==> src/hw/div_consts.svh <==
/*
 * Divider constants
 * Operand width and quotient bit index range of the iterative divider
 */

`ifndef DIV_CONSTS_SVH
`define DIV_CONSTS_SVH

// Operand and result width
`define DIV_WIDTH 32

// Width of the quotient bit index
`define DIV_CNT_W 5

// Index of the first quotient bit decided in the compare phase
`define DIV_CNT_START 31

`endif
==> src/hw/div_ctrl_pkg.sv <==
/*
 * Divider control types
 * Operation select and the phases of the divider state machine
 */

`default_nettype none

package div_ctrl_pkg;

  typedef enum logic {
    DIV_OP_DIV,
    DIV_OP_REM
  } div_op_e;

  typedef enum logic [2:0] {
    DIV_IDLE,
    DIV_ABS_A,
    DIV_ABS_B,
    DIV_COMP,
    DIV_LAST,
    DIV_SIGN,
    DIV_FINISH
  } div_state_e;

endpackage

`default_nettype wire

==> src/hw/div_types_pkg.sv <==
/*
 * Divider data types
 * Vector types for operands, the partial remainder, the bit index and the mode
 */

`default_nettype none

`include "div_consts.svh"

package div_types_pkg;

  // Operand, quotient or result word
  typedef logic [`DIV_WIDTH-1:0] div_word_t;

  // Partial remainder with one spare top bit
  typedef logic [`DIV_WIDTH:0] div_rem_t;

  // Index of the quotient bit being decided
  typedef logic [`DIV_CNT_W-1:0] div_cnt_t;

  // Bit 0 marks A as signed, bit 1 marks B as signed
  typedef logic [1:0] div_mode_t;

endpackage

`default_nettype wire

==> src/hw/div_unit.sv <==
/*
 * Iterative integer divider
 * Signed or unsigned 32-bit DIV and REM, one quotient bit per cycle
 */

`default_nettype none

module div_unit import div_types_pkg::*, div_ctrl_pkg::*; (
  input  logic      clk_i,
  input  logic      rst_ni,
  input  logic      en_i,
  input  div_op_e   op_i,
  input  div_mode_t mode_i,
  input  div_word_t op_a_i,
  input  div_word_t op_b_i,
  input  logic      ready_i,
  output div_word_t result_o,
  output logic      valid_o
);

  div_state_e state;
  logic       cnt_load;
  logic       cnt_dec;
  div_cnt_t   cnt;
  logic       cnt_last;
  div_word_t  sum;
  logic       ge;
  logic       b_zero;
  div_rem_t   rem;
  div_word_t  denom;

  div_ctrl_fsm i_div_ctrl_fsm (
    .clk_i      (clk_i),
    .rst_ni     (rst_ni),
    .en_i       (en_i),
    .ready_i    (ready_i),
    .b_zero_i   (b_zero),
    .cnt_last_i (cnt_last),
    .state_o    (state),
    .cnt_load_o (cnt_load),
    .cnt_dec_o  (cnt_dec),
    .valid_o    (valid_o)
  );

  div_bit_counter i_div_bit_counter (
    .clk_i  (clk_i),
    .rst_ni (rst_ni),
    .en_i   (en_i),
    .load_i (cnt_load),
    .dec_i  (cnt_dec),
    .cnt_o  (cnt),
    .last_o (cnt_last)
  );

  div_adder i_div_adder (
    .state_i  (state),
    .op_a_i   (op_a_i),
    .op_b_i   (op_b_i),
    .rem_i    (rem),
    .denom_i  (denom),
    .sum_o    (sum),
    .ge_o     (ge),
    .b_zero_o (b_zero)
  );

  div_regs i_div_regs (
    .clk_i    (clk_i),
    .rst_ni   (rst_ni),
    .en_i     (en_i),
    .state_i  (state),
    .op_i     (op_i),
    .mode_i   (mode_i),
    .op_a_i   (op_a_i),
    .op_b_i   (op_b_i),
    .cnt_i    (cnt),
    .sum_i    (sum),
    .ge_i     (ge),
    .numer_o  (),
    .denom_o  (denom),
    .rem_o    (rem),
    .result_o (result_o)
  );

endmodule

`default_nettype wire

==> src/hw/div_regs.sv <==
/*
 * Divider data path registers
 * Numerator, denominator, quotient and remainder with next-value selection
 */

`default_nettype none

`include "div_consts.svh"

module div_regs import div_types_pkg::*, div_ctrl_pkg::*; (
  input  logic       clk_i,
  input  logic       rst_ni,
  input  logic       en_i,
  input  div_state_e state_i,
  input  div_op_e    op_i,
  input  div_mode_t  mode_i,
  input  div_word_t  op_a_i,
  input  div_word_t  op_b_i,
  input  div_cnt_t   cnt_i,
  input  div_word_t  sum_i,
  input  logic       ge_i,
  output div_word_t  numer_o,
  output div_word_t  denom_o,
  output div_rem_t   rem_o,
  output div_word_t  result_o
);

  div_word_t numer_q, numer_d;
  div_word_t denom_q, denom_d;
  div_word_t quot_q, quot_d;
  div_rem_t  rem_q, rem_d;

  div_word_t next_rem;
  div_word_t next_quot;
  div_word_t one_shift;
  div_cnt_t  shift_idx;
  logic      sign_a;
  logic      sign_b;
  logic      quot_neg;

  assign sign_a = mode_i[0] & op_a_i[`DIV_WIDTH-1];
  assign sign_b = mode_i[1] & op_b_i[`DIV_WIDTH-1];
  // A zero divisor never reaches the sign phase, so B is nonzero here
  assign quot_neg = sign_a ^ sign_b;

  // Compare step result
  assign one_shift = {{(`DIV_WIDTH-1){1'b0}}, 1'b1} << cnt_i;
  assign next_rem  = ge_i ? sum_i : rem_q[`DIV_WIDTH-1:0];
  assign next_quot = ge_i ? (quot_q | one_shift) : quot_q;
  // Numerator bit that joins the remainder for the next step
  assign shift_idx = cnt_i - div_cnt_t'(1);

  always_comb begin
    numer_d = numer_q;
    denom_d = denom_q;
    quot_d  = quot_q;
    rem_d   = rem_q;

    unique case (state_i)
      DIV_IDLE: begin
        // Divide-by-zero results, replaced later for a nonzero B
        if (op_i == DIV_OP_DIV) begin
          rem_d = {1'b0, {`DIV_WIDTH{1'b1}}};
        end else begin
          rem_d = {1'b0, op_a_i};
        end
      end
      DIV_ABS_A: begin
        quot_d  = '0;
        numer_d = sign_a ? sum_i : op_a_i;
      end
      DIV_ABS_B: begin
        rem_d   = {{`DIV_WIDTH{1'b0}}, numer_q[`DIV_WIDTH-1]};
        denom_d = sign_b ? sum_i : op_b_i;
      end
      DIV_COMP: begin
        rem_d  = {next_rem, numer_q[shift_idx]};
        quot_d = next_quot;
      end
      DIV_LAST: begin
        // Keep only the value the operation returns
        if (op_i == DIV_OP_DIV) begin
          rem_d = {1'b0, next_quot};
        end else begin
          rem_d = {1'b0, next_rem};
        end
      end
      DIV_SIGN: begin
        if (op_i == DIV_OP_DIV) begin
          rem_d = quot_neg ? {1'b0, sum_i} : rem_q;
        end else begin
          // Remainder takes the sign of the dividend
          rem_d = sign_a ? {1'b0, sum_i} : rem_q;
        end
      end
      default: begin
        rem_d = rem_q;
      end
    endcase
  end

  always_ff @(posedge clk_i or negedge rst_ni) begin
    if (!rst_ni) begin
      rem_q <= '0;
    end else if (en_i) begin
      rem_q <= rem_d;
    end
  end

  always_ff @(posedge clk_i) begin
    if (en_i) begin
      numer_q <= numer_d;
      denom_q <= denom_d;
      quot_q  <= quot_d;
    end
  end

  assign numer_o  = numer_q;
  assign denom_o  = denom_q;
  assign rem_o    = rem_q;
  assign result_o = rem_q[`DIV_WIDTH-1:0];

endmodule

`default_nettype wire

==> src/hw/div_adder.sv <==
/*
 * Divider adder
 * One subtractor for absolute values, remainder compare and sign change
 */

`default_nettype none

`include "div_consts.svh"

module div_adder import div_types_pkg::*, div_ctrl_pkg::*; (
  input  div_state_e state_i,
  input  div_word_t  op_a_i,
  input  div_word_t  op_b_i,
  input  div_rem_t   rem_i,
  input  div_word_t  denom_i,
  output div_word_t  sum_o,
  output logic       ge_o,
  output logic       b_zero_o
);

  div_word_t             add_a;
  div_word_t             add_b;
  logic [`DIV_WIDTH:0]   add_res;

  // Minuend and subtrahend per phase
  always_comb begin
    add_a = '0;
    add_b = op_b_i;

    unique case (state_i)
      DIV_ABS_A: begin
        add_b = op_a_i;
      end
      DIV_COMP, DIV_LAST: begin
        add_a = rem_i[`DIV_WIDTH-1:0];
        add_b = denom_i;
      end
      DIV_SIGN: begin
        add_b = rem_i[`DIV_WIDTH-1:0];
      end
      default: begin
        add_b = op_b_i;
      end
    endcase
  end

  // a - b as a + ~b + 1, carry out means no borrow
  assign add_res = {1'b0, add_a} + {1'b0, ~add_b} + {{`DIV_WIDTH{1'b0}}, 1'b1};
  assign sum_o   = add_res[`DIV_WIDTH-1:0];

  // 0 - B only completes without borrow when B is zero
  assign b_zero_o = (state_i == DIV_IDLE) && add_res[`DIV_WIDTH];

  always_comb begin
    if (rem_i[`DIV_WIDTH]) begin
      ge_o = 1'b1;
    end else if (rem_i[`DIV_WIDTH-1] == denom_i[`DIV_WIDTH-1]) begin
      ge_o = ~add_res[`DIV_WIDTH-1];
    end else begin
      // Top bits differ, the one with the top bit set is larger
      ge_o = rem_i[`DIV_WIDTH-1];
    end
  end

endmodule

`default_nettype wire

==> src/hw/div_bit_counter.sv <==
/*
 * Quotient bit counter
 * Counts down the quotient bit index and flags the last compare step
 */

`default_nettype none

`include "div_consts.svh"

module div_bit_counter import div_types_pkg::*; (
  input  logic     clk_i,
  input  logic     rst_ni,
  input  logic     en_i,
  input  logic     load_i,
  input  logic     dec_i,
  output div_cnt_t cnt_o,
  output logic     last_o
);

  div_cnt_t cnt_q;

  always_ff @(posedge clk_i or negedge rst_ni) begin
    if (!rst_ni) begin
      cnt_q <= '0;
    end else if (en_i) begin
      if (load_i) begin
        cnt_q <= div_cnt_t'(`DIV_CNT_START);
      end else if (dec_i) begin
        cnt_q <= cnt_q - div_cnt_t'(1);
      end
    end
  end

  assign cnt_o  = cnt_q;
  // Bit 0 is decided in the last phase, so the loop ends at one
  assign last_o = (cnt_q == div_cnt_t'(1));

endmodule

`default_nettype wire

==> src/hw/div_ctrl_fsm.sv <==
/*
 * Divider controller
 * Steps through the division phases and holds the result until accepted
 */

`default_nettype none

module div_ctrl_fsm import div_ctrl_pkg::*; (
  input  logic       clk_i,
  input  logic       rst_ni,
  input  logic       en_i,
  input  logic       ready_i,
  input  logic       b_zero_i,
  input  logic       cnt_last_i,
  output div_state_e state_o,
  output logic       cnt_load_o,
  output logic       cnt_dec_o,
  output logic       valid_o
);

  div_state_e state_q;
  div_state_e state_d;

  always_comb begin
    state_d = state_q;

    unique case (state_q)
      DIV_IDLE: begin
        // Division by zero skips straight to the result
        state_d = b_zero_i ? DIV_FINISH : DIV_ABS_A;
      end
      DIV_ABS_A: begin
        state_d = DIV_ABS_B;
      end
      DIV_ABS_B: begin
        state_d = DIV_COMP;
      end
      DIV_COMP: begin
        if (cnt_last_i) begin
          state_d = DIV_LAST;
        end
      end
      DIV_LAST: begin
        state_d = DIV_SIGN;
      end
      DIV_SIGN: begin
        state_d = DIV_FINISH;
      end
      DIV_FINISH: begin
        // Wait here until the caller takes the result
        if (ready_i) begin
          state_d = DIV_IDLE;
        end
      end
      default: begin
        state_d = DIV_IDLE;
      end
    endcase
  end

  always_ff @(posedge clk_i or negedge rst_ni) begin
    if (!rst_ni) begin
      state_q <= DIV_IDLE;
    end else if (en_i) begin
      state_q <= state_d;
    end
  end

  // Counter starts over in every phase before the compare loop
  assign cnt_load_o = (state_q == DIV_IDLE) || (state_q == DIV_ABS_A) ||
                      (state_q == DIV_ABS_B);
  assign cnt_dec_o  = (state_q == DIV_COMP);
  assign valid_o    = (state_q == DIV_FINISH);
  assign state_o    = state_q;

endmodule

`default_nettype wire

==> config.mk <==
export PLATFORM = sky130hd
export DESIGN_NAME = div_unit
export DESIGN_NICKNAME = d
export VERILOG_FILES = /design/src/hw/div_ctrl_pkg.sv /design/src/hw/div_types_pkg.sv /design/src/hw/div_unit.sv /design/src/hw/div_regs.sv /design/src/hw/div_adder.sv /design/src/hw/div_bit_counter.sv /design/src/hw/div_ctrl_fsm.sv
export VERILOG_INCLUDE_DIRS = /design/src /design/src/hw
export SDC_FILE = /design/constraint.sdc
export NUM_CORES = 1
export LEC_CHECK = 0
export BUFFER_PORTS_ARGS = -buffer_cell sky130_fd_sc_hd__buf_4
export CORE_UTILIZATION = 40
export DETAILED_ROUTE_END_ITERATION = 8
export GPL_TIMING_DRIVEN = 0
export PLACE_DENSITY = 0.66
export SYNTH_ARGS = -nofsm -noshare
export SYNTH_HDL_FRONTEND = slang
export SYNTH_SLANG_ARGS = --single-unit
export TNS_END_PERCENT = 1
==> constraint.sdc <==
create_clock -name clk_i -period 5.9 [get_ports clk_i]
set_input_delay 1.18 -clock clk_i [delete_from_list [all_inputs] [get_ports clk_i]]
set_output_delay 1.18 -clock clk_i [all_outputs]
set_load 0.01 [all_outputs]
## Yosys cells after proc, flatten, opt, wreduce, memory -nomap -nowiden

Cells that the tools add are included.

- Bits in registers: 137
- Input bits: 71
- Word-level logic and storage cells: 66

- Shift-type cells: 1
- Equality and inequality tests: 12
- Reduce and logical (&&, ||, !) cells: 14
- Multiplexer cells: 23
- Magnitude comparators: 1
- Bitwise gates (word level): 6
- $add $sub $neg: 3

Operators with widths:

| operator | number |
|---|---|
| 32-bit 2-to-1 mux | 7 |
| 33-bit one-hot mux with 5 select lines | 1 |
| 33-bit 2-to-1 mux | 3 |
| 32-bit one-hot mux with 3 select lines | 1 |
| 32-bit one-hot mux with 2 select lines | 1 |
| 32-bit by 32-bit adder with 33-bit output | 1 |
| 33-bit by 1-bit adder with 33-bit output, second input constant | 1 |
| 32-bit NOT | 1 |
| 32-bit OR | 1 |
| 1-bit by 5-bit << shifter with 32-bit output, first input constant | 1 |
| 3-bit one-hot mux with 7 select lines | 1 |
| 5-bit 2-to-1 mux | 2 |
| 3-bit equality test, second input constant | 3 |
| 3-bit 2-to-1 mux | 3 |
| 2-bit AND reduction | 4 |
| 3-bit by 2-bit equality test with 1-bit output, second input constant | 2 |
| 5-bit by 6-bit less-than comparator with 1-bit output, second input constant | 1 |
| 3-bit by 2-bit inequality test with 1-bit output, second input constant | 2 |
| 1-bit binary-select mux with 5-bit select | 1 |
| 5-bit by 1-bit equality test with 1-bit output, second input constant | 1 |
| 5-bit nonzero test | 1 |
| 5-bit by 1-bit subtractor with 5-bit output, second input constant | 1 |
| 4-bit AND reduction | 1 |
| 2-bit nonzero test | 2 |
| 13 further kinds | 17 |

## Longest topological paths before layout

Gate-level depths: netlist (run 1).

- Word-level depth: 12
- Mapped depth: 22

## Cells and area by module

From an unflattened synthesis (run 1), not the netlist that was laid out.

- Cells, all modules: 1277
- Area, all modules: 11753.8 µm²

By module, submodules not included:

| module | area an instance (µm²) | cells each | instances | seq. area each (µm²) |
|---|---|---|---|---|
| div_regs | 7519.7 | 663 | 1 | 3708.6 |
| div_adder | 3686.0 | 557 | 1 | 0.0 |
| div_bit_counter | 289.0 | 28 | 1 | 125.1 |
| div_ctrl_fsm | 259.0 | 29 | 1 | 75.1 |

## Least setup slack after synthesis (run 1)

Ideal clock, no wire load.

- Path kind: in2reg
- Start point: input en_i
- End point: register i_div_regs.denom_q[0] (netlist: i_div_regs.denom_o[0]) (enable)
- Setup slack: 1065 ps
- Data arrival time: 4334 ps
- Stages on the path: 2
- Cell sequence: inv_1 > nor4_1

- Cells in the longest elaborated chain, start to end: 1

RTL lines:

| element | line | RTL |
|---|---|---|
| from (decl) | div_unit.sv:11 | `input logic en_i,` |
| 2-bit AND reduction (no line) | n/a |  |
| to (signal assigned) | div_regs.sv:113 | `denom_q <= denom_d;` |
| to (decl) | div_regs.sv:29 | `div_word_t denom_q, denom_d;` |

No other way between the ends.
A chain may end at the register's enable or synchronous reset.

## Worst setup path in the final report (run 1)

- Start point: register i_div_ctrl_fsm.state_q[0] (netlist: i_div_ctrl_fsm.state_o[0])
- End point: register i_div_regs.rem_q[30] (netlist: i_div_regs.rem_o[30])

- Cells in the longest elaborated chain, start to end: 12
- Elaborated cells on any way between the ends: 26
- Classes of those cells: add/sub (2); eq/ne (7); mux (11); bitwise (2); reduce/logical (4)

RTL lines:

| element | line | RTL |
|---|---|---|
| from (decl) | div_ctrl_fsm.sv:21 | `div_state_e state_q;` |
| from (signal assigned) | div_ctrl_fsm.sv:65 | `state_q <= state_d;` |
| 3-bit by 2-bit equality test with 1-bit output or 3-bit equality test (tied branches) | div_regs.sv:59, div_adder.sv:30 |  |
| 2-bit OR reduction | div_adder.sv:30 | `unique case (state_i)` |
| 32-bit one-hot mux with 3 select lines | div_adder.sv:30 |  |
| 32-bit NOT | div_adder.sv:48 | `` assign add_res = {1'b0, add_a} + {1'b0, ~add_b} + {{`DIV_WIDTH{1'b0}}, 1'b1}; `` |
| 32-bit by 32-bit adder with 33-bit output | div_adder.sv:48 |  |
| 33-bit by 1-bit adder with 33-bit output | div_adder.sv:48 |  |
| 1-bit NOT | div_adder.sv:58 | `` ge_o = ~add_res[`DIV_WIDTH-1]; `` |
| 1-bit 2-to-1 mux | div_adder.sv:57 | `` end else if (rem_i[`DIV_WIDTH-1] == denom_i[`DIV_WIDTH-1]) begin `` |
| 1-bit 2-to-1 mux | div_adder.sv:55 | `` if (rem_i[`DIV_WIDTH]) begin `` |
| 32-bit 2-to-1 mux (on tied branches) | div_regs.sv:49, div_regs.sv:48 |  |
| 32-bit 2-to-1 mux | div_regs.sv:82 | `if (op_i == DIV_OP_DIV) begin` |
| 33-bit one-hot mux with 5 select lines | div_regs.sv:59 | `unique case (state_i)` |
| to (signal assigned) | div_regs.sv:106 | `rem_q <= rem_d;` |
| to (decl) | div_regs.sv:31 | `div_rem_t rem_q, rem_d;` |

Several ways; a longest one is shown, not always the timed one. The select of a mux whose other input is x is not followed.

==> metrics.txt, run 1 <==
Yosys cell types 66; Post-DRT Antenna Nets 0; initial DRC count 1,762; Post-Place Setup Slack -1.136 ns; Fillers between 2,000 and 3,000; R2R Path Start i_div_ctrl_fsm.state_o[0]; Reg area 3910 µm²; most area-consuming cells after synthesis edfxtp_1, dfrtp_1, o21ai_0; Setup Buffers After CTS 0; Critical Path AT 6.09 ns; Placed Instance Area 12,520 µm²; status completed; number of port buffers 103; clk root buf clkbuf_16; CTS HTree Levels 4; Final Cycle Share a little over nine tenths; TritonCTS clock tree done; CP endpoint kind flop; ANT cells 0; Reg2Reg Capture Point i_div_regs.rem_o[30]; worst path cell trace clkbuf_1 -> clkbuf_1 -> mux2_2 -> o22ai_1 -> o21ai_0 -> o21ai_0 -> ha_1 -> a21o_1 -> o21bai_1 -> a221o_1 -> or2_4 -> a31oi_4 -> mux2_4 -> o22a_2 -> a21o_1 -> buf_2 -> a221oi_1 -> a31oi_1; measured slew at the worst slew-check pin 1.436 ns; Mapped Nets 1,369; Pint 4.292 mW; CP required 6.21 ns; crit path time final 5.788 ns; number of buffers created by CTS 17; slowest stage cell, crit path clkbuf_1; utilization after layout 48.32%; combinational share of power 69.9%; HPWL Detailed 34.45 mm; final setup violation count 0; Area Growth Syn to Fin 17.41%; r2r setup slk 0.11 ns; DR WL/cell 26.44 µm; vias in the first global route 10,656; via count 11,656; clock-pin slew on the worst setup and hold paths 0.06 ns; largest net degree at the start of global routing 42; CTS Sinks approximately 140; total track usage 32.66%; slew margin rel. 3.382%; synthesized cell area 11,180 µm²; DRT Wirelength 46.79 mm; Critical Path Source i_div_ctrl_fsm.state_o[0]; Switching Power a little under 5 mW; # nets final 1,497; row count 60; final setup margin 0.1120 ns; die area ~29,000 µm²; most frequent cells after synthesis o21ai_0, nand2_1, edfxtp_1; sw frac 53.03%; CP max stage delay 0.71 ns; area of the multi-input gates 6571 µm²; Yosys top cell by area edfxtp_1; CP Class reg2reg; first-pass GRT wire length 68.52 mm; post-synthesis sequential area ratio a little over a third; Die H about 170 µm; layout cell share with drive strength beyond 1 around 22%; DRC Markers 0; clock share of power 11.7%; Flop pwr share 18.4%; highest net fanout along the worst path 10; final count of pins violating max slew 0; final hold vios 0; Max Cap Viol 0; Critical Path Sink i_div_regs.rem_o[30]; Peak VDD IR 0.0002765 V; PwrDens 696.0 nW/µm²; EDFF count, synth 96; Worst Setup Start Kind flop; GP Congestion between 1 and 1.5; fin area 13,130 µm²; Synth Warn # 0; asr flop ratio synth 29.93%; first-pass iteration count of the detailed router 7; initial antenna violation count 2; Starting Density 41.16%; I/O pin count around 100; fmax 172.8 MHz; standby leakage power between 4 and 5 nW; DIE WIDTH about 170 µm; FF+latch count, synth 137; Clock Latency Late Sink 0.44 ns; Min-Delay Path Class reg2reg; synthesized area per cell 8.898 µm²; top_reg_cell synth edfxtp_1; R2R depth 18; count leader, synth o21ai_0; deepest clock path buffer count 2; clock skew roughly 0.010 ns; vias per cell 6.585; CORE AREA 27,180 µm²; Mapped Cells 1,257; Synth top area share 25.77%; gr ovfl total 0
==> routing by layer <==
layer / share of wire, % / wire length (µm) / global-route usage, % / vias to the layer above
li1: - / - / - / 4990
met1: 41 / 18950 / 45.47 / 5649
met2: 43 / 20300 / 48.83 / 895
met3: 13 / 5879 / 7.952 / 120
met4: 3.5 / 1645 / 12.30 / 2
met5: 0.028 / 13 / 0 / -
==> what timing repair did <==
item                                    4_1_cts  5_1_grt
gates cloned                                  0        0
resized for setup                            22       14
hold buffers                                  0        0
endpoints found under the setup margin       90       66
==> per-stage QoR <==
stage,cells,hold WS [ns],TNS (ns),total power [mW]
after floorplan,1257,0.5164,0,5.750
after global routing,1770,0.5942,-0.002653,9.574
final,1770,0.5620,0,9.139
after CTS,1771,0.5627,0,8.919
after detailed placement,1740,0.5485,-62.04,7.791
after global placement,1732,0.5420,-122.21,7.711
==> area by class of cell <==
type,instances,share of cell area [%]
well taps,372,3.545
multi-input cells,963,50.04
clock inverters,13,0.9147
repair buffers,111,6.470
plain buffers,137,5.364
clock buffers,19,3.373
flip-flops and latches,137,29.78
inverters,18,0.5145
==> cells by family (layout without fill, tap and decap cells) <==
group	count (synthesis)	in the layout	synth area share, %
AO/OA/AOI/OAI	470	470	26.61
XOR/XNOR	39	39	3.054
adder cells (fa/ha/maj)	41	41	4.654
buffers and inverters	157	298	6.656
flip-flops	137	137	34.95
multiplexers	86	86	9.755
AND/OR/NAND/NOR	327	327	14.32
==> critical path: cells and delay by family (launching register included) <==
kind            cells  cell delay, ns
buf+inv             3            1.32
mux                 2            0.76
flops               1            0.34
compound gates     11            2.59
fa+ha+maj           1            0.33
simple gates        1            0.30
==> cells in the final DEF, fill, tap and decap left out, types with 11 or more instances in the layout <==
master / synthesis / layout
a21o_1: 29 / 29
a21oi_1: 86 / 85
a221oi_1: 24 / 24
a22oi_1: 13 / 13
a31oi_1: 49 / 49
buf_2: 15 / 14
buf_4: 32 / 143
clkbuf_1: 83 / 64
clkbuf_16: 0 / 17
clkbuf_2: 1 / 15
dfrtp_1: 41 / 40
edfxtp_1: 96 / 96
ha_1: 40 / 40
inv_1: 17 / 17
mux2_2: 63 / 63
nand2_1: 104 / 103
nand4_1: 11 / 11
nor2_1: 73 / 71
nor2b_1: 38 / 38
nor3_1: 23 / 22
o21a_1: 12 / 12
o21ai_0: 148 / 146
o221ai_1: 32 / 32
o22ai_1: 34 / 34
or3_1: 31 / 31
xnor2_1: 21 / 21
xor2_1: 18 / 18
==> worst min path at each step <==
| stage | start | slack, ns | depth (start not counted) | to |
|---|---|---|---|---|
| 6_report | i_div_regs.quot_q[29] | 0.56 | 1 | i_div_regs.quot_q[29] |
| 5_1_grt | i_div_regs.quot_q[1] | 0.59 | 2 | i_div_regs.quot_q[1] |
| 3_5_place_dp | i_div_regs.quot_q[29] | 0.55 | 1 | i_div_regs.quot_q[29] |
| 2_1_floorplan | i_div_regs.rem_o[32] | 0.52 | 2 | i_div_regs.rem_o[32] |
| 3_3_place_gp | i_div_regs.quot_q[29] | 0.54 | 1 | i_div_regs.quot_q[29] |
| 4_1_cts | i_div_regs.quot_q[29] | 0.56 | 1 | i_div_regs.quot_q[29] |
==> state kept, by name, summed over array words and instances (netlist names) <==
register                 flops
i_div_bit_counter.cnt_o      5
i_div_regs.rem_o            33
i_div_regs.quot_q           32
i_div_ctrl_fsm.state_o       3
i_div_regs.denom_o          32
i_div_regs.numer_o          32
==> power by group through the flow <==
stage | clock network, mW | registers (mW) | logic [mW]
finish | 1.07 | 1.68 | 6.38
global route | 1.10 | 1.71 | 6.77
CTS | 1.06 | 1.67 | 6.19
detailed placement | 0 | 1.68 | 6.11
global placement | 0 | 1.69 | 6.02
floorplan | 0 | 1.56 | 4.19
No activity file was read; power rests on OpenSTA's default activity.
==> inputs of run 2 (changes only) <==
--- a/config.mk
+++ b/config.mk
@@ -11,6 +11,7 @@
 export DETAILED_ROUTE_END_ITERATION = 8
 export GPL_TIMING_DRIVEN = 0
 export PLACE_DENSITY = 0.66
+export REMOVE_ABC_BUFFERS = 1
 export SYNTH_ARGS = -nofsm -noshare
 export SYNTH_HDL_FRONTEND = slang
 export SYNTH_SLANG_ARGS = --single-unit
==> constraint.sdc (replaced) <==
create_clock -name clk_i -period 5.37 [get_ports clk_i]
set_input_delay 1.074 -clock clk_i [delete_from_list [all_inputs] [get_ports clk_i]]
set_output_delay 1.074 -clock clk_i [all_outputs]
set_load 0.01 [all_outputs]
==> metrics.txt, run 2 (synthesis gave the netlist of run 1 again) <==
vias in the first global route 9,917; PwrDens 738.5 nW/µm²; TritonCTS clock tree done; commonest non-fill, non-tap cell in the layout o21ai_0; clock-pin slew on the worst setup and hold paths 0.06 ns; number of flip-flops in the largest register 33; ANT cells 0; Max Cap Viol 0; Final Cycle Share 99.20%; Design Power 9.570 mW; CTS HTree Levels 4; highest net fanout along the worst path 36; HPWL Detailed between 20 and 30 mm; CP endpoint kind flop; GP Congestion a little over 0.9; die area 28,630 µm²; largest net degree at the start of global routing 48; CP max stage delay 0.60 ns; row count 60; CP Class reg2reg; slew margin rel. 12.84%; Post-DRT Antenna Nets 0; Area Growth Syn to Fin 15.87%; via count roughly 11,000; Post-Place Setup Slack -2.150 ns; # nets final 1,394; Clock Latency Late Sink approximately 0.44 ns; final setup violation count 0; fin area 12,960 µm²; Critical Path AT 5.64 ns; gr ovfl total 0; cts hold-fix bufs 0; I/O pin count 104; crit path time final 5.327 ns; clock skew 0.007498 ns; layout cell share with drive strength beyond 1 22.39%; wire length on met1 16.32 mm; Starting Density between 40% and 50%; Die H 169.2 µm; number of port buffers just over 100; total track usage 26.63%; status completed; CORE AREA 27,180 µm²; DIE WIDTH 169.2 µm; most frequent cells in the layout o21ai_0, buf_4, nand2_1, edfxtp_1, a21oi_1; final setup margin 0.04271 ns; slowest stage cell, crit path a21oi_2; Hold Path End i_div_regs.quot_q[22]; number of buffers created by CTS 17; CTS Sinks 137; final count of pins violating max slew 0; deepest clock path buffer count 2; Peak VDD IR 0.0003590 V; Hold Crit Depth 2; Hold Startpoint i_div_regs.quot_q[22]; Min-Delay Path Class reg2reg; Placed Instance Area roughly 12,000 µm²; R2R Path Start i_div_ctrl_fsm.state_o[2]; final hold vios 0; r2r setup slk approximately 0.043 ns; utilization after layout between 40% and 50%; measured slew at the worst slew-check pin 1.304 ns; first-pass iteration count of the detailed router 6; worst path cell trace inv_16 -> nand2_8 -> buf_12 -> nor2_4 -> buf_16 -> nor2_4 -> buf_12 -> nor2b_1 -> ha_1 -> a21o_1 -> o21bai_1 -> a221o_1 -> or2_4 -> a31oi_4 -> mux2_4 -> o22a_4 -> a21oi_2 -> o21a_1 -> a31oi_1; setup TNS 0 ns; CP required 5.68 ns; DRT Wirelength 38.53 mm; max layer used met5; wire length on met2 17.23 mm; R2R depth 19; fmax 187.7 MHz; clk root buf clkbuf_16; DRC Markers 0; standby leakage power 4.715 nW; Reg2Reg Capture Point i_div_regs.rem_o[19]; initial DRC count 1,300; first-pass GRT wire length 58.30 mm; met3 wire length around 3.6 mm; vias per cell 6.389; Worst Setup Start Kind flop; initial antenna violation count 1; DR WL/cell 23.12 µm
[run 2: worst max path at each step]
stage / startpoint / to / slack [ns] / depth (start not counted)
floorplan: i_div_ctrl_fsm.state_o[2] / i_div_regs.rem_o[2] / -3.41 / 16
global placement: i_div_ctrl_fsm.state_o[2] / i_div_regs.quot_q[18] / -8.07 / 16
detailed placement: i_div_ctrl_fsm.state_o[2] / i_div_regs.rem_o[1] / -2.15 / 19
CTS: i_div_ctrl_fsm.state_o[2] / i_div_regs.rem_o[20] / 0.008 / 19
global route: i_div_ctrl_fsm.state_o[2] / i_div_regs.rem_o[19] / -0.02 / 19
finish: i_div_ctrl_fsm.state_o[2] / i_div_regs.rem_o[19] / 0.04 / 19
[run 2: per-stage QoR]
| stage | hold WS [ns] | std cells |
|---|---|---|
| after floorplan | 0.5164 | 1118 |
| final | 0.5753 | 1667 |
| after global routing | 0.5988 | 1667 |
| after CTS | 0.5631 | 1659 |
| after detailed placement | 0.5489 | 1613 |
| after global placement | 0.5423 | 1593 |
[run 2: area by class of cell]
type / count / area [µm²]
Clock inverter: 9 / 75.07
Fill cell: 2646 / 14220
Inverter: 18 / 87.58
Timing Repair Buffer: 138 / 1222
Clock buffer: 23 / 457.9
Sequential cell: 137 / 3920
Tap cell: 372 / 465.4
Multi-Input combinational cell: 969 / 6723
Timing Repair inverter: 1 / 8.758
[run 2: metal layers]
layer | GRT usage (%) | vias to the layer above
li1 | - | 4803
met1 | 36.41 | 5136
met2 | 40.85 | 619
met3 | 5.457 | 91
met4 | 11.24 | 2
met5 | 0 | -
[run 2: what timing repair did]
action / in CTS / in global routing
pin swaps: 6 / 6
resized for setup: 17 / 6
setup buffers: 9 / 7
gates cloned: 6 / 1
setup endpoints to repair: 114 / 66
[run 2: power by group]
part / total (mW) / switching [mW] / internal, mW
Clock: 1.14 / 0.496 / 0.645
Combinational: 6.55 / 4.04 / 2.52
Sequential: 1.88 / 0.345 / 1.53
[run 2: critical path, delay by kind of cell (launching register included)]
family,cells,cell delay [ns]
AOI/OAI and AO/OA,8,2.34
adders and majority gates,1,0.31
muxes,1,0.38
DFF,1,0.55
buffers and inverters,4,0.73
and+or+nand+nor,5,0.81
